==> config.mk <==
export PLATFORM = sky130hd
export DESIGN_NAME = icache_ctrl_flat
export DESIGN_NICKNAME = d
export VERILOG_FILES = /design/src/logic/axi_read_pkg.sv /design/src/logic/icache_geometry_pkg.sv /design/src/logic/icache_tag_if.sv /design/src/logic/icache_sram_if.sv /design/src/logic/icache_ctrl.sv /design/src/flat_wrapper.sv
export SDC_FILE = /design/constraint.sdc
export NUM_CORES = 1
export LEC_CHECK = 0
export BUFFER_PORTS_ARGS = -buffer_cell sky130_fd_sc_hd__buf_2
export CAP_MARGIN = 20
export CORE_AREA = 2 2 245 247
export DETAILED_ROUTE_END_ITERATION = 8
export DIE_AREA = 0 0 247 249
export GPL_TIMING_DRIVEN = 0
export SKIP_CTS_REPAIR_TIMING = 1
export SYNTH_ARGS = -nofsm -noshare
export SYNTH_HDL_FRONTEND = slang
export SYNTH_SLANG_ARGS = --single-unit
==> constraint.sdc <==
create_clock -name I_clk -period 5.99 [get_ports I_clk]
set_input_delay 0.599 -clock I_clk [delete_from_list [all_inputs] [get_ports I_clk]]
set_output_delay 0.599 -clock I_clk [all_outputs]
set_load 0.01 [all_outputs]
==> src/logic/axi_read_pkg.sv <==
`default_nettype none

package axi_read_pkg;

    // one read beat on the memory port
    localparam int beat_bits = 64;

    // beats per line fill
    // low half of the line arrives first
    localparam int burst_beats = 2;

    // size code for 8-byte beats
    localparam logic [2:0] beat_size_code = 3'b011;

    typedef logic [beat_bits-1:0] beat_t;

endpackage

`default_nettype wire

==> src/logic/icache_geometry_pkg.sv <==
`default_nettype none

package icache_geometry_pkg;

    // fetch address split
    localparam int offset_bits = 4;
    localparam int index_bits = 7;
    localparam int tag_bits = 21;
    localparam int addr_bits = tag_bits + index_bits + offset_bits;

    // two ways of 128 sets
    localparam int num_ways = 2;
    localparam int num_sets = 1 << index_bits;

    // bank = {top index bit, way}
    localparam int num_banks = 4;
    localparam int bank_depth = 64;
    localparam int bank_addr_bits = 6;

    // line and instruction widths
    localparam int line_bits = 128;
    localparam int word_bits = 32;

    typedef logic [line_bits-1:0] line_t;

    // whole word for the bus, fields for the lookup
    typedef union packed {
        logic [addr_bits-1:0] word;
        struct packed {
            logic [tag_bits-1:0]      tag;
            logic [index_bits-1:0]    index;
            logic [offset_bits-3:0]   word_sel;
            logic [1:0]               byte_sel;
        } f;
    } fetch_addr_t;

endpackage

`default_nettype wire
==> src/logic/icache_tag_if.sv <==
`default_nettype none

interface icache_tag_if;
    import icache_geometry_pkg::*;

    // lookup from the cpu request
    logic [index_bits-1:0] lookup_index;
    logic [tag_bits-1:0]   lookup_tag;
    logic                  way0_hit;
    logic                  way1_hit;

    // line fill on allocate
    logic                  fill;
    logic [index_bits-1:0] fill_index;
    logic [tag_bits-1:0]   fill_tag;
    // way to replace at fill_index
    logic                  victim_way;

    modport ctrl (output lookup_index, lookup_tag, fill, fill_index, fill_tag,
                  input way0_hit, way1_hit, victim_way);
    modport store (input lookup_index, lookup_tag, fill, fill_index, fill_tag,
                   output way0_hit, way1_hit, victim_way);

endinterface

`default_nettype wire

==> src/logic/icache_sram_if.sv <==
`default_nettype none

interface icache_sram_if;
    import icache_geometry_pkg::*;

    // shared address for the whole bank group
    logic [bank_addr_bits-1:0] addr;
    // one active-low enable per bank
    logic [num_banks-1:0]      cen;
    // low means write
    logic                      wen;
    line_t                     wdata;
    // zero mask bits are written
    line_t                     wmask;
    // valid one cycle after a read access
    line_t                     rdata;

    modport ctrl (output addr, cen, wen, wdata, wmask, input rdata);
    modport array (input addr, cen, wen, wdata, wmask, output rdata);

endinterface

`default_nettype wire

==> src/logic/icache_ctrl.sv <==
`default_nettype none

module icache_ctrl (
    input wire logic                                  I_clk,
    input wire logic                                  I_rst,
    // cpu fetch side
    input wire icache_geometry_pkg::fetch_addr_t      cpu_addr,
    input wire logic                                  cpu_rd_req,
    output logic [icache_geometry_pkg::word_bits-1:0] cpu_inst,
    output logic                                      cpu_rvalid,
    // memory read side
    output logic [icache_geometry_pkg::addr_bits-1:0] mem_addr,
    output logic                                      mem_arvalid,
    input wire logic                                  mem_arready,
    input wire axi_read_pkg::beat_t                   mem_rdata,
    input wire logic                                  mem_rvalid,
    input wire logic                                  mem_rlast,
    // tag store and data banks
    icache_tag_if.ctrl                                tag,
    icache_sram_if.ctrl                               sram
);
    import icache_geometry_pkg::*;
    import axi_read_pkg::*;

    // fsm codes
    localparam logic [2:0] st_idle   = 3'd0;
    localparam logic [2:0] st_hit    = 3'd1;
    localparam logic [2:0] st_miss   = 3'd2;
    localparam logic [2:0] st_reload = 3'd3;
    localparam logic [2:0] st_alloc  = 3'd4;

    localparam int cnt_bits = $clog2(burst_beats);

    logic [2:0]          state;
    logic [2:0]          state_nxt;
    // request address, latched when accepted
    fetch_addr_t         req_addr;
    // refill buffer
    line_t               line_buf;
    logic [cnt_bits-1:0] beat_cnt;
    logic                accept;
    logic                lookup_hit;
    logic                alloc;
    line_t               line_src;

    ////////////////////////////////////////////////////////////
    // lookup and state machine
    ////////////////////////////////////////////////////////////

    assign tag.lookup_index = cpu_addr.f.index;
    assign tag.lookup_tag   = cpu_addr.f.tag;

    assign accept     = (state == st_idle) && cpu_rd_req;
    assign lookup_hit = tag.way0_hit || tag.way1_hit;
    assign alloc      = (state == st_alloc);

    always_comb begin
        state_nxt = state;
        case (state)
            st_idle: begin
                if (accept) begin
                    state_nxt = lookup_hit ? st_hit : st_miss;
                end
            end
            // word comes out, then one idle cycle
            st_hit: state_nxt = st_idle;
            // hold arvalid until the handshake
            st_miss: begin
                if (mem_arready) begin
                    state_nxt = st_reload;
                end
            end
            st_reload: begin
                if (mem_rvalid && mem_rlast) begin
                    state_nxt = st_alloc;
                end
            end
            st_alloc: state_nxt = st_idle;
            default: state_nxt = st_idle;
        endcase
    end

    always_ff @(posedge I_clk) begin
        if (I_rst) begin
            state <= st_idle;
        end else begin
            state <= state_nxt;
        end
    end

    // address stays put for the whole miss
    always_ff @(posedge I_clk) begin
        if (accept) begin
            req_addr <= cpu_addr;
        end
    end

    ////////////////////////////////////////////////////////////
    // memory read and refill
    ////////////////////////////////////////////////////////////

    // line aligned burst address
    assign mem_addr    = {req_addr.word[addr_bits-1:offset_bits], {offset_bits{1'b0}}};
    assign mem_arvalid = (state == st_miss);

    // beat counter restarts outside reload
    always_ff @(posedge I_clk) begin
        if (I_rst) begin
            beat_cnt <= '0;
        end else if (state != st_reload) begin
            beat_cnt <= '0;
        end else if (mem_rvalid) begin
            beat_cnt <= beat_cnt + 1'b1;
        end
    end

    // beats land in order, low half first
    always_ff @(posedge I_clk) begin
        if ((state == st_reload) && mem_rvalid) begin
            line_buf[beat_cnt*beat_bits +: beat_bits] <= mem_rdata;
        end
    end

    // tag fill in the allocate cycle
    assign tag.fill       = alloc;
    assign tag.fill_index = req_addr.f.index;
    assign tag.fill_tag   = req_addr.f.tag;

    ////////////////////////////////////////////////////////////
    // bank access
    ////////////////////////////////////////////////////////////

    // bank index is {top index bit, way}
    always_comb begin
        sram.cen = '1;
        if (accept && lookup_hit) begin
            sram.cen[{cpu_addr.f.index[index_bits-1], tag.way1_hit}] = 1'b0;
        end else if (alloc) begin
            sram.cen[{req_addr.f.index[index_bits-1], tag.victim_way}] = 1'b0;
        end
    end

    assign sram.addr = alloc ? req_addr.f.index[bank_addr_bits-1:0]
                             : cpu_addr.f.index[bank_addr_bits-1:0];
    // whole line written on allocate
    assign sram.wen   = ~alloc;
    assign sram.wmask = alloc ? '0 : '1;
    assign sram.wdata = line_buf;

    // word out of the bank on a hit, out of the buffer on allocate
    assign line_src   = alloc ? line_buf : sram.rdata;
    assign cpu_inst   = line_src[req_addr.f.word_sel*word_bits +: word_bits];
    assign cpu_rvalid = (state == st_hit) || alloc;

endmodule

`default_nettype wire

==> src/flat_wrapper.sv <==
// flat-port wrapper written by rule: the top's interface ports become plain ports
module icache_ctrl_flat import icache_geometry_pkg::*; import axi_read_pkg::*;
  (I_clk, I_rst, cpu_addr, cpu_rd_req, cpu_inst, cpu_rvalid, mem_addr, mem_arvalid, mem_arready, mem_rdata, mem_rvalid, mem_rlast, tag_lookup_index, tag_lookup_tag, tag_fill, tag_fill_index, tag_fill_tag, tag_way0_hit, tag_way1_hit, tag_victim_way, sram_addr, sram_cen, sram_wen, sram_wdata, sram_wmask, sram_rdata);
  icache_tag_if tag_i ();
  icache_sram_if sram_i ();
  input wire logic I_clk;
  input wire logic I_rst;
  input wire icache_geometry_pkg::fetch_addr_t cpu_addr;
  input wire logic cpu_rd_req;
  output logic [icache_geometry_pkg::word_bits-1:0] cpu_inst;
  output logic cpu_rvalid;
  output logic [icache_geometry_pkg::addr_bits-1:0] mem_addr;
  output logic mem_arvalid;
  input wire logic mem_arready;
  input wire axi_read_pkg::beat_t mem_rdata;
  input wire logic mem_rvalid;
  input wire logic mem_rlast;
  output wire logic [$bits(tag_i.lookup_index)-1:0] tag_lookup_index;
  output wire logic [$bits(tag_i.lookup_tag)-1:0] tag_lookup_tag;
  output wire logic [$bits(tag_i.fill)-1:0] tag_fill;
  output wire logic [$bits(tag_i.fill_index)-1:0] tag_fill_index;
  output wire logic [$bits(tag_i.fill_tag)-1:0] tag_fill_tag;
  input wire logic [$bits(tag_i.way0_hit)-1:0] tag_way0_hit;
  input wire logic [$bits(tag_i.way1_hit)-1:0] tag_way1_hit;
  input wire logic [$bits(tag_i.victim_way)-1:0] tag_victim_way;
  output wire logic [$bits(sram_i.addr)-1:0] sram_addr;
  output wire logic [$bits(sram_i.cen)-1:0] sram_cen;
  output wire logic [$bits(sram_i.wen)-1:0] sram_wen;
  output wire logic [$bits(sram_i.wdata)-1:0] sram_wdata;
  output wire logic [$bits(sram_i.wmask)-1:0] sram_wmask;
  input wire logic [$bits(sram_i.rdata)-1:0] sram_rdata;
  assign tag_lookup_index = tag_i.lookup_index;
  assign tag_lookup_tag = tag_i.lookup_tag;
  assign tag_fill = tag_i.fill;
  assign tag_fill_index = tag_i.fill_index;
  assign tag_fill_tag = tag_i.fill_tag;
  assign tag_i.way0_hit = tag_way0_hit;
  assign tag_i.way1_hit = tag_way1_hit;
  assign tag_i.victim_way = tag_victim_way;
  assign sram_addr = sram_i.addr;
  assign sram_cen = sram_i.cen;
  assign sram_wen = sram_i.wen;
  assign sram_wdata = sram_i.wdata;
  assign sram_wmask = sram_i.wmask;
  assign sram_i.rdata = sram_rdata;
  icache_ctrl u_core (.I_clk(I_clk), .I_rst(I_rst), .cpu_addr(cpu_addr), .cpu_rd_req(cpu_rd_req), .cpu_inst(cpu_inst), .cpu_rvalid(cpu_rvalid), .mem_addr(mem_addr), .mem_arvalid(mem_arvalid), .mem_arready(mem_arready), .mem_rdata(mem_rdata), .mem_rvalid(mem_rvalid), .mem_rlast(mem_rlast), .tag(tag_i), .sram(sram_i));
endmodule
======== Yosys cells after proc, flatten, opt, wreduce, memory -nomap -nowiden ========
Index checks and enable logic that the tools add are counted.
word-level totals
  output and inout bits ................... 390
  input bits .............................. 233
  logic and storage cells ................. 50
  flip-flop bits (word level) ............. 164
operators by class
  reduce and logical (&&, ||, !) cells .... 11
  equal/unequal tests ..................... 8
  bitwise logic cells ..................... 3
  multiplexer cells ....................... 15
  $add $sub $neg .......................... 2
  shift operators ......................... 3
  order comparisons ....................... 4
operators by type and width
  operator                                                           number
  two-way mux 128 bit                                                2
  bitwise mux 128 bit                                                1
  variable shift 64 x 34 -> 128 bit, first input constant            1
  indexed part select 128 x 8 -> 32 bit                              1
  indexed part select 64 x 34 -> 128 bit                             1
  negation 7 -> 34 bit                                               1
  two-way mux 3 bit                                                  3
  case mux 3 bit (3 select lines)                                    1
  two-way mux 4 bit                                                  2
  NOT 4 bit                                                          2
  == test 3 x 2 -> 1 bit, second input constant                      2
  logical AND 1 bit                                                  6
  < comparator 2 x 3 -> 1 bit, second input constant                 2
  two-way mux 6 bit                                                  1
  inequality test 2 x 1 -> 1 bit, second input constant              3
  demux 1 bit (select 2 bit)                                         2
  greater-or-equal comparator 2 x 1 -> 1 bit, second input constant  2
  == test 3 x 1 -> 1 bit, second input constant                      1
  == test 3 bit, second input constant                               1
  logical NOT 3 bit                                                  1
  inequality test 3 x 2 -> 1 bit, second input constant              1
  AND reduction 3 bit                                                1
  logical OR 1 bit                                                   2
  two-way mux 1 bit                                                  2
  other kinds (4)                                                    4

======== Depth between registers and ports, before layout ========
Gate-level depths: netlist of run 1.
  depth in word-level cells ............... 7
  mapped depth ............................ 7
  mapped depth without buffers ............ 5

======== Least setup slack after synthesis of run 1 ========
Ideal clock, no wire load.
  path type ............................... flip-flop to flip-flop
  from .................................... register, netlist name u_core.beat_cnt
  to ...................................... register u_core.line_buf[0], in the netlist u_core.sram.wdata[0] (enable)
  clock period less this slack ............ 5650 ps
  stages on the path, launching flop included .. 4
  setup slack ............................. 340 ps
  required time ........................... 5425 ps
  arrival time ............................ 5085 ps
  setup time .............................. 565 ps
  buffers on the path ..................... 2
  cells stage by stage .................... dfxtp_1 -> clkbuf_1 -> clkbuf_1 -> nor3_1
RTL lines
  what                            line                text
  end signal: indexed assignment  icache_ctrl.sv:120  line_buf[beat_cnt*beat_bits +: beat_bits] <= mem_rdata;
  end: declaration                icache_ctrl.sv:39   line_t line_buf;

======== Final worst setup path of run 1 ========
  from .................................... register u_core.state[0]
  to ...................................... output port cpu_inst[8] in the netlist's numbering
on the way
  longest elaborated chain between the ends .. 3
RTL lines
  what                                   line                text
  start: declaration                     icache_ctrl.sv:34   logic [2:0] state;
  start signal: assignment               icache_ctrl.sv:85   state <= st_idle;
  start signal: assignment               icache_ctrl.sv:87   state <= state_nxt;
  == test 3 bit                          icache_ctrl.sv:55   assign alloc = (state == st_alloc);
  two-way mux 128 bit                    icache_ctrl.sv:151  assign line_src = alloc ? line_buf : sram.rdata;
  indexed part select 128 x 8 -> 32 bit  icache_ctrl.sv:152  assign cpu_inst = line_src[req_addr.f.word_sel*word_bits +: word_bits];
  end: declaration                       flat_wrapper.sv:10  output logic [icache_geometry_pkg::word_bits-1:0] cpu_inst;
Every way passes these cells.

==> tab_implementation.tex, run 1 <==
\begin{tabular}{lr}
\hline
Metric & Value \\
\hline
\multicolumn{2}{l}{\textbf{Yosys}} \\
Gate count after technology mapping & around 780 \\
Share of async-settable or async-resettable flops after synthesis & 0 \\
Sequential element share of the synthesized area & 0.482 \\
Area of the mapped netlist & between 10000 and 15000 sq um \\
Post-synthesis register bit count & 162 \\
Count of different cell masters after synthesis & 30 \\
Post-synth top flop & sky130\_fd\_sc\_hd\_\_edfxtp\_1 \\
Syn\_area\_per\_cell & 12.9 sq um \\
YS warnings & 0 \\
Number of enable flip-flop cells after synthesis & 158 \\
\multicolumn{2}{l}{\textbf{Global routing}} \\
Maximum number of pins on one net before global-route repair & 133 \\
Initial antenna violation count & 8 \\
Global-route wire length before repair & about 59000 microns \\
Vias in the first global route & 8294 \\
GR Util All Layers & 0.140 \\
Remaining Overflow, GRT & 0 \\
\multicolumn{2}{l}{\textbf{Setup path}} \\
Startpoint types & flop \\
Class of the most critical setup path & reg -> out \\
Kind of end point of the critical path & output port \\
Required @ worst endpoint & 5.39 ns \\
Data arrival at the endpoint of the critical path & between 3 and 4 ns \\
Maximum fanout along the worst path & 109 \\
\multicolumn{2}{l}{\textbf{Placement}} \\
Post-DP HPWL & around 36000 microns \\
Weighted congestion reported at the end of routability-driven placement & just over 0.9 \\
Port buffer count & slightly above 600 \\
\multicolumn{2}{l}{\textbf{CTS}} \\
Number of levels in the clock H-tree & 4 \\
Clock latency reported for the late side of the worst-skew pair & around 0.48 ns \\
Inserted Clock Buffers & 17 \\
TritonCTS clock tree & built \\
Clock tree root driver cell & sky130\_fd\_sc\_hd\_\_clkbuf\_16 \\
Maximum clock insertion buffer count & 2 \\
CTS Sinks & $\sim$160 \\
Register clock-pin slew on the reported worst setup and hold paths & approximately 0.07 ns \\
\multicolumn{2}{l}{\textbf{Outcome}} \\
Status & completed \\
\multicolumn{2}{l}{\textbf{Floorplan}} \\
Die outline height & $\sim$250 microns \\
Area of the die & approximately 62000 sq um \\
Num ports & $\sim$620 \\
Row cnt & just under 90 \\
Die Span X & about 250 microns \\
Area of the core region & 58700 sq um \\
Initial core utilization & 0.170 \\
\multicolumn{2}{l}{\textbf{Cells and area}} \\
Multi-input logic area & 3110 sq um \\
Leading cell type in the layout, fill and taps excluded & sky130\_fd\_sc\_hd\_\_buf\_2 \\
Ratio of cells with drive above 1 in the final layout & 0.652 \\
Area overhead of the layout relative to synthesis & 49.9\% \\
Flip-flop and latch area & 4820 sq um \\
Count of nets after finishing & 1672 \\
Top library cells by usage in the layout, fill and taps aside & sky130\_fd\_sc\_hd\_\_buf\_2, sky130\_fd\_sc\_hd\_\_buf\_4, sky130\_fd\_sc\_hd\_\_edfxtp\_1, sky130\_fd\_sc\_hd\_\_mux2i\_1, sky130\_fd\_sc\_hd\_\_nor2b\_1 \\
Number of fill cells in the layout & about 6200 \\
\multicolumn{2}{l}{\textbf{Power}} \\
Leakage power summed over all cells & a little under 7 nW \\
Internal cell power & around 2.2 mW \\
Maximum vdd ir drop & 0.209 mV \\
Switching component of the power & 840 uW \\
Share of power burned in combinational logic & 0.196 \\
Portion of total power attributed to the clock network & 0.373 \\
Ratio of total power to cell area & roughly 200 nW/um\^{}2 \\
Fraction of power consumed by sequential logic & 0.431 \\
Fraction of power spent switching nets & 0.281 \\
\multicolumn{2}{l}{\textbf{Timing}} \\
Count of final hold-check violations & 0 \\
Highest Clock Rate & 272 MHz \\
Worst hold slack & 0.302 ns \\
Post-layout min period & 3.67 ns \\
Remaining max-slew budget at the tightest pin & 0.301 \\
Max-slew violation count & 0 \\
Period utilization & 0.613 \\
Worst-Margin Slew & around 1.0 ns \\
Post-route clock skew & around 0.0083 ns \\
Final number of setup-violating endpoints & 0 \\
RSZ-0062 raised after global routing & false \\
Summed negative setup slack over all endpoints & 0 ns \\
\multicolumn{2}{l}{\textbf{Worst hold path}} \\
Hold WC Path Type & in -> reg \\
\multicolumn{2}{l}{\textbf{Route}} \\
Post-route DRC violation count & 0 \\
Violation count after the first detailed-routing iteration & 408 \\
Vias per inst & 3.71 \\
Number of vias after detailed routing & 8285 \\
Average wire length per cell after detail routing & about 20 microns \\
Wirelength, routed & $\sim$44000 microns \\
Count of nets left with antenna violations after detail routing & 0 \\
Pre-antenna DRT Iters & 4 \\
\multicolumn{2}{l}{\textbf{Flow run}} \\
Max\_cap viols & 0 \\
\hline
\end{tabular}
==> sequential cells by signal (all words and copies together) (netlist names) <==
register	cells
u_core.state	3
u_core.req_addr	30
u_core.beat_cnt	1
u_core.sram.wdata	128
==> worst paths after layout <==
| check | endpoint | cells past startpoint | slack [ns] | startpoint |
|---|---|---|---|---|
| worst min register to register | u_core.state[0]$_SDFFE_PP0P_ | 2 | 0.59 | u_core.state[0]$_SDFFE_PP0P_ |
| worst max register to register | u_core.sram.wdata[91]$_DFFE_PP_ | 8 | 3.07 | u_core.beat_cnt$_SDFFE_PP0P_ |
| worst min-delay path | u_core.req_addr[2]$_DFFE_PP_ | 1 | 0.30 | cpu_addr[2] |
| worst max-delay path | cpu_inst[8] | 9 | 2.32 | u_core.state[0]$_SDFFE_PP0P_ |
==> cell usage after synthesis, types with 3 or more instances <==
| library cell | instances | area (sq um) |
|---|---|---|
| sky130_fd_sc_hd__nor3_1 | 5 | 25.0 |
| sky130_fd_sc_hd__nand2_1 | 3 | 11.3 |
| sky130_fd_sc_hd__and2_1 | 64 | 400 |
| sky130_fd_sc_hd__inv_1 | 36 | 135 |
| sky130_fd_sc_hd__nor2b_1 | 65 | 407 |
| sky130_fd_sc_hd__mux2i_1 | 128 | 1280 |
| sky130_fd_sc_hd__a211oi_1 | 3 | 22.5 |
| sky130_fd_sc_hd__dfxtp_1 | 4 | 80.1 |
| sky130_fd_sc_hd__clkbuf_1 | 17 | 63.8 |
| sky130_fd_sc_hd__buf_4 | 218 | 1640 |
| sky130_fd_sc_hd__mux4_2 | 32 | 721 |
| sky130_fd_sc_hd__mux2_1 | 6 | 67.6 |
| sky130_fd_sc_hd__buf_8 | 12 | 180 |
| sky130_fd_sc_hd__edfxtp_1 | 158 | 4740 |
| sky130_fd_sc_hd__buf_6 | 5 | 56.3 |
==> power by group through the flow <==
| stage | combinational [mW] | clock (mW) | sequential [mW] |
|---|---|---|---|
| 2_1_floorplan | 0.320 | 0 | 1.31 |
| 3_3_place_gp | 0.577 | 0 | 1.32 |
| 3_5_place_dp | 0.594 | 0 | 1.31 |
| 4_1_cts | 0.596 | 1.17 | 1.29 |
| 5_1_grt | 0.628 | 1.20 | 1.29 |
| 6_report | 0.586 | 1.12 | 1.29 |
==> per-layer routing <==
metal	share of wire	up-vias	global-route usage	routed length, microns
li1	-	3828	-	-
met1	0.45	4055	0.182	19800
met2	0.47	354	0.224	20800
met3	0.066	42	0.0358	2930
met4	0.018	6	0.0460	784
met5	0.00084	-	0	37
==> kinds of logic after synthesis <==
family | after synthesis | synth area share
muxes | 166 | 0.207
AOI/OAI and AO/OA | 8 | 0.00650
and+or+nand+nor | 148 | 0.0925
DFF | 162 | 0.482
other | 1 | 0.000375
buffers and inverters | 290 | 0.210
xor gates and xnor gates | 2 | 0.00175
==> through the flow <==
step	util	cell area (sq um)	cells	power (mW)	worst slack (ns)
6_report	0.256	15000	2232	2.99	2.32
5_1_grt	0.255	15000	2228	3.11	2.11
4_1_cts	0.255	15000	2224	3.05	1.76
3_5_place_dp	0.245	14400	2192	1.91	2.33
3_3_place_gp	0.240	14100	2169	1.89	-4.31
2_1_floorplan	-	10000	780	1.63	0.340
==> cell type report <==
| cell class | count | area share |
|---|---|---|
| Clock inverter | 15 | 0.0101 |
| Sequential cell | 162 | 0.322 |
| Timing Repair Buffer | 640 | 0.227 |
| Antenna cell | 7 | 0.00117 |
| Clock buffer | 17 | 0.0284 |
| Multi-Input combinational cell | 328 | 0.207 |
| Buffer | 253 | 0.130 |
| Inverter | 37 | 0.00943 |
| Tap cell | 773 | 0.0645 |
==> worst max-delay path, cell delays in order (launching register included) <==
cell                      delay (ns)
sky130_fd_sc_hd__dfxtp_1        0.30
sky130_fd_sc_hd__buf_4          0.16
sky130_fd_sc_hd__nor2_2         0.15
sky130_fd_sc_hd__nand2_4        0.17
sky130_fd_sc_hd__buf_16         0.29
sky130_fd_sc_hd__inv_4          0.23
sky130_fd_sc_hd__buf_6          0.30
sky130_fd_sc_hd__mux4_2         0.58
sky130_fd_sc_hd__inv_1          0.08
sky130_fd_sc_hd__buf_2          0.24
Note: power is estimated with default switching activity, not from simulation.
==> run 2: changes to the inputs <==
==> constraint.sdc (replaced) <==
create_clock -name I_clk -period 3.7 [get_ports I_clk]
set_input_delay 0.37 -clock I_clk [delete_from_list [all_inputs] [get_ports I_clk]]
set_output_delay 0.37 -clock I_clk [all_outputs]
set_load 0.01 [all_outputs]
==> run 2 against run 1 <==
Non-clock buffer count fell by 8; first-iteration DRC count up 3.4%; cell area is 0.55% higher; worst hold slack worse by 0.22 ns; sequential share of layout area decreased by 0.18 points; power is 71% higher; sequential cell count is the same; final cell count is 0.36% lower; setup slack got worse by 2.0 ns; critical path type unchanged; highest routed layer unchanged.
==> tab_implementation.tex, run 2 (synthesized netlist as in run 1, its figures left out) <==
\begin{tabular}{lr}
\hline
Metric & Value \\
\hline
\multicolumn{2}{l}{\textbf{Outcome}} \\
Status & completed \\
\multicolumn{2}{l}{\textbf{Timing}} \\
Minimum setup slack in the final design & $\sim$0.29 ns \\
Count of final hold-check violations & 0 \\
Highest Clock Rate & roughly 300 MHz \\
Worst hold slack & $\sim$0.077 ns \\
Max-slew violation count & 0 \\
Post-layout min period & 3.41 ns \\
Remaining max-slew budget at the tightest pin & 0.285 \\
Final number of setup-violating endpoints & 0 \\
RSZ-0062 raised after global routing & false \\
Post-route clock skew & about 0.012 ns \\
Period utilization & 0.922 \\
Worst-Margin Slew & between 1 and 1.5 ns \\
\multicolumn{2}{l}{\textbf{CTS}} \\
TritonCTS clock tree & built \\
Clock tree root driver cell & sky130\_fd\_sc\_hd\_\_clkbuf\_16 \\
Register clock-pin slew on the reported worst setup and hold paths & roughly 0.07 ns \\
Maximum clock insertion buffer count & 2 \\
Clock latency reported for the late side of the worst-skew pair & between 0.4 and 0.5 ns \\
CTS Sinks & 162 \\
Inserted Clock Buffers & 17 \\
Number of levels in the clock H-tree & 4 \\
\multicolumn{2}{l}{\textbf{Cells and area}} \\
Ratio of cells with drive above 1 in the final layout & 0.650 \\
Largest register FFs & roughly 130 \\
Top library cells by usage in the layout, fill and taps aside & sky130\_fd\_sc\_hd\_\_buf\_2, sky130\_fd\_sc\_hd\_\_buf\_4, sky130\_fd\_sc\_hd\_\_edfxtp\_1, sky130\_fd\_sc\_hd\_\_mux2i\_1, sky130\_fd\_sc\_hd\_\_nor2b\_1 \\
Count of nets after finishing & roughly 1700 \\
Leading cell type in the layout, fill and taps excluded & sky130\_fd\_sc\_hd\_\_buf\_2 \\
Area overhead of the layout relative to synthesis & 50.8\% \\
Count of non-filler cells in the finished layout & 2224 \\
Number of fill cells in the layout & between 6000 and 7000 \\
\multicolumn{2}{l}{\textbf{Global routing}} \\
Global-route wire length before repair & approximately 59000 microns \\
GRT met1 Usage & 0.182 \\
Routing usage on met2 & 0.223 \\
Initial antenna violation count & 7 \\
GR Util All Layers & 0.138 \\
Met3 Track Usage GR & 0.0294 \\
Maximum number of pins on one net before global-route repair & roughly 130 \\
Vias in the first global route & slightly above 8000 \\
Remaining Overflow, GRT & 0 \\
Routing layer with the top usage in global route & met2 \\
\multicolumn{2}{l}{\textbf{Placement}} \\
DP Worst Slack & $\sim$0.38 ns \\
Number of placed cells counting well taps & 2183 \\
Port buffer count & about 620 \\
Weighted congestion reported at the end of routability-driven placement & roughly 0.88 \\
Post-DP HPWL & 34700 microns \\
\multicolumn{2}{l}{\textbf{Route}} \\
Number of vias after detailed routing & 8292 \\
Post-route DRC violation count & 0 \\
Count of nets left with antenna violations after detail routing & 0 \\
Vias per inst & roughly 3.7 \\
Average wire length per cell after detail routing & 19.8 microns \\
Violation count after the first detailed-routing iteration & about 420 \\
Wirelength, routed & 44100 microns \\
Pre-antenna DRT Iters & 5 \\
\multicolumn{2}{l}{\textbf{Floorplan}} \\
Die outline height & around 250 microns \\
Num ports & between 600 and 700 \\
Initial core utilization & 0.170 \\
Die Span X & $\sim$250 microns \\
Area of the die & about 60000 sq um \\
Area of the core region & 58700 sq um \\
Row cnt & 89 \\
\multicolumn{2}{l}{\textbf{Setup path}} \\
Kind of end point of the critical path & output port \\
Maximum fanout along the worst path & roughly 110 \\
Data arrival at the endpoint of the critical path & 3.04 ns \\
Required @ worst endpoint & 3.33 ns \\
Class of the most critical setup path & reg -> out \\
Startpoint types & flop \\
\multicolumn{2}{l}{\textbf{Power}} \\
Fraction of power consumed by sequential logic & 0.407 \\
Portion of total power attributed to the clock network & 0.408 \\
Maximum vdd ir drop & 0.357 mV \\
Ratio of total power to cell area & roughly 340 nW/um\^{}2 \\
Fraction of power spent switching nets & 0.265 \\
Leakage power summed over all cells & roughly 7 nW \\
Switching component of the power & 1.36 mW \\
Share of power burned in combinational logic & 0.185 \\
Internal cell power & about 3.8 mW \\
\multicolumn{2}{l}{\textbf{Flow run}} \\
Max\_cap viols & 0 \\
\multicolumn{2}{l}{\textbf{Worst hold path}} \\
Hold WC Path Type & in -> reg \\
\hline
\end{tabular}
## run 2: changes by cell type in the layout (fill, tap and decap cells not counted), sizes merged
cell | previous run | this run
inv | 43 | 44
clkinv | 6 | 2
clkinvlp | 2 | 0
bufinv | 1 | 5
clkbuf | 34 | 35
buf | 876 | 868
## run 2: area by class of cell
| class | count | area (sq um) | share of cell area |
|---|---|---|---|
| inverter | 37 | 141 | 0.00937 |
| timing repair buffer | 632 | 3380 | 0.224 |
| multi-input combinational | 328 | 3120 | 0.207 |
| sequential | 162 | 4820 | 0.320 |
| antenna | 7 | 17.5 | 0.00116 |
| tap | 773 | 967 | 0.0641 |
| clock buffer | 18 | 429 | 0.0285 |
| buffer | 253 | 1960 | 0.130 |
| clock inverter | 14 | 241 | 0.0160 |
## run 2: power groups by stage
stage	clock network, mW	logic (mW)	registers (mW)
CTS	2.16	0.967	2.08
finish	2.09	0.950	2.08
global route	2.21	1.02	2.09
floorplan	0	0.518	2.12
detailed placement	0	0.964	2.12
global placement	0	0.934	2.13
## run 2: per-layer routing
metal,vias to the layer above,part of all wire
li1,3810,-
met1,4010,0.45
met4,2,0.021
met5,-,0.00045
met3,54,0.060
met2,416,0.47
## run 2: path summary, 6_finish.rpt
| path | from | end | slack, ns | depth (start not counted) |
|---|---|---|---|---|
| worst max-delay path | u_core.state[2]$_SDFFE_PP0P_ | cpu_inst[11] | 0.29 | 7 |
| worst min-delay path | cpu_addr[3] | u_core.req_addr[3]$_DFFE_PP_ | 0.08 | 1 |
| worst max register to register | u_core.beat_cnt$_SDFFE_PP0P_ | u_core.sram.wdata[11]$_DFFE_PP_ | 0.97 | 6 |
| worst min register to register | u_core.state[0]$_SDFFE_PP0P_ | u_core.state[0]$_SDFFE_PP0P_ | 0.59 | 2 |
## run 2: metrics by stage
stage / power, mW / area [sq um] / util / TNS [ns]
floorplan: 2.64 / 10000 / - / 0
global placement: 3.06 / 14100 / 0.240 / -387.54
detailed placement: 3.09 / 14400 / 0.245 / 0
CTS: 5.21 / 15000 / 0.256 / -1.16
global route: 5.32 / 15100 / 0.257 / 0
finish: 5.12 / 15100 / 0.257 / 0
## run 2: worst max-delay path, cell delays in order, from the launching register on
cell                      delay, ns
sky130_fd_sc_hd__dfxtp_1       0.54
sky130_fd_sc_hd__nand2_4       0.25
sky130_fd_sc_hd__buf_16        0.30
sky130_fd_sc_hd__inv_4         0.22
sky130_fd_sc_hd__buf_6         0.31
sky130_fd_sc_hd__mux4_2        0.53
sky130_fd_sc_hd__inv_1         0.15
sky130_fd_sc_hd__buf_2         0.16
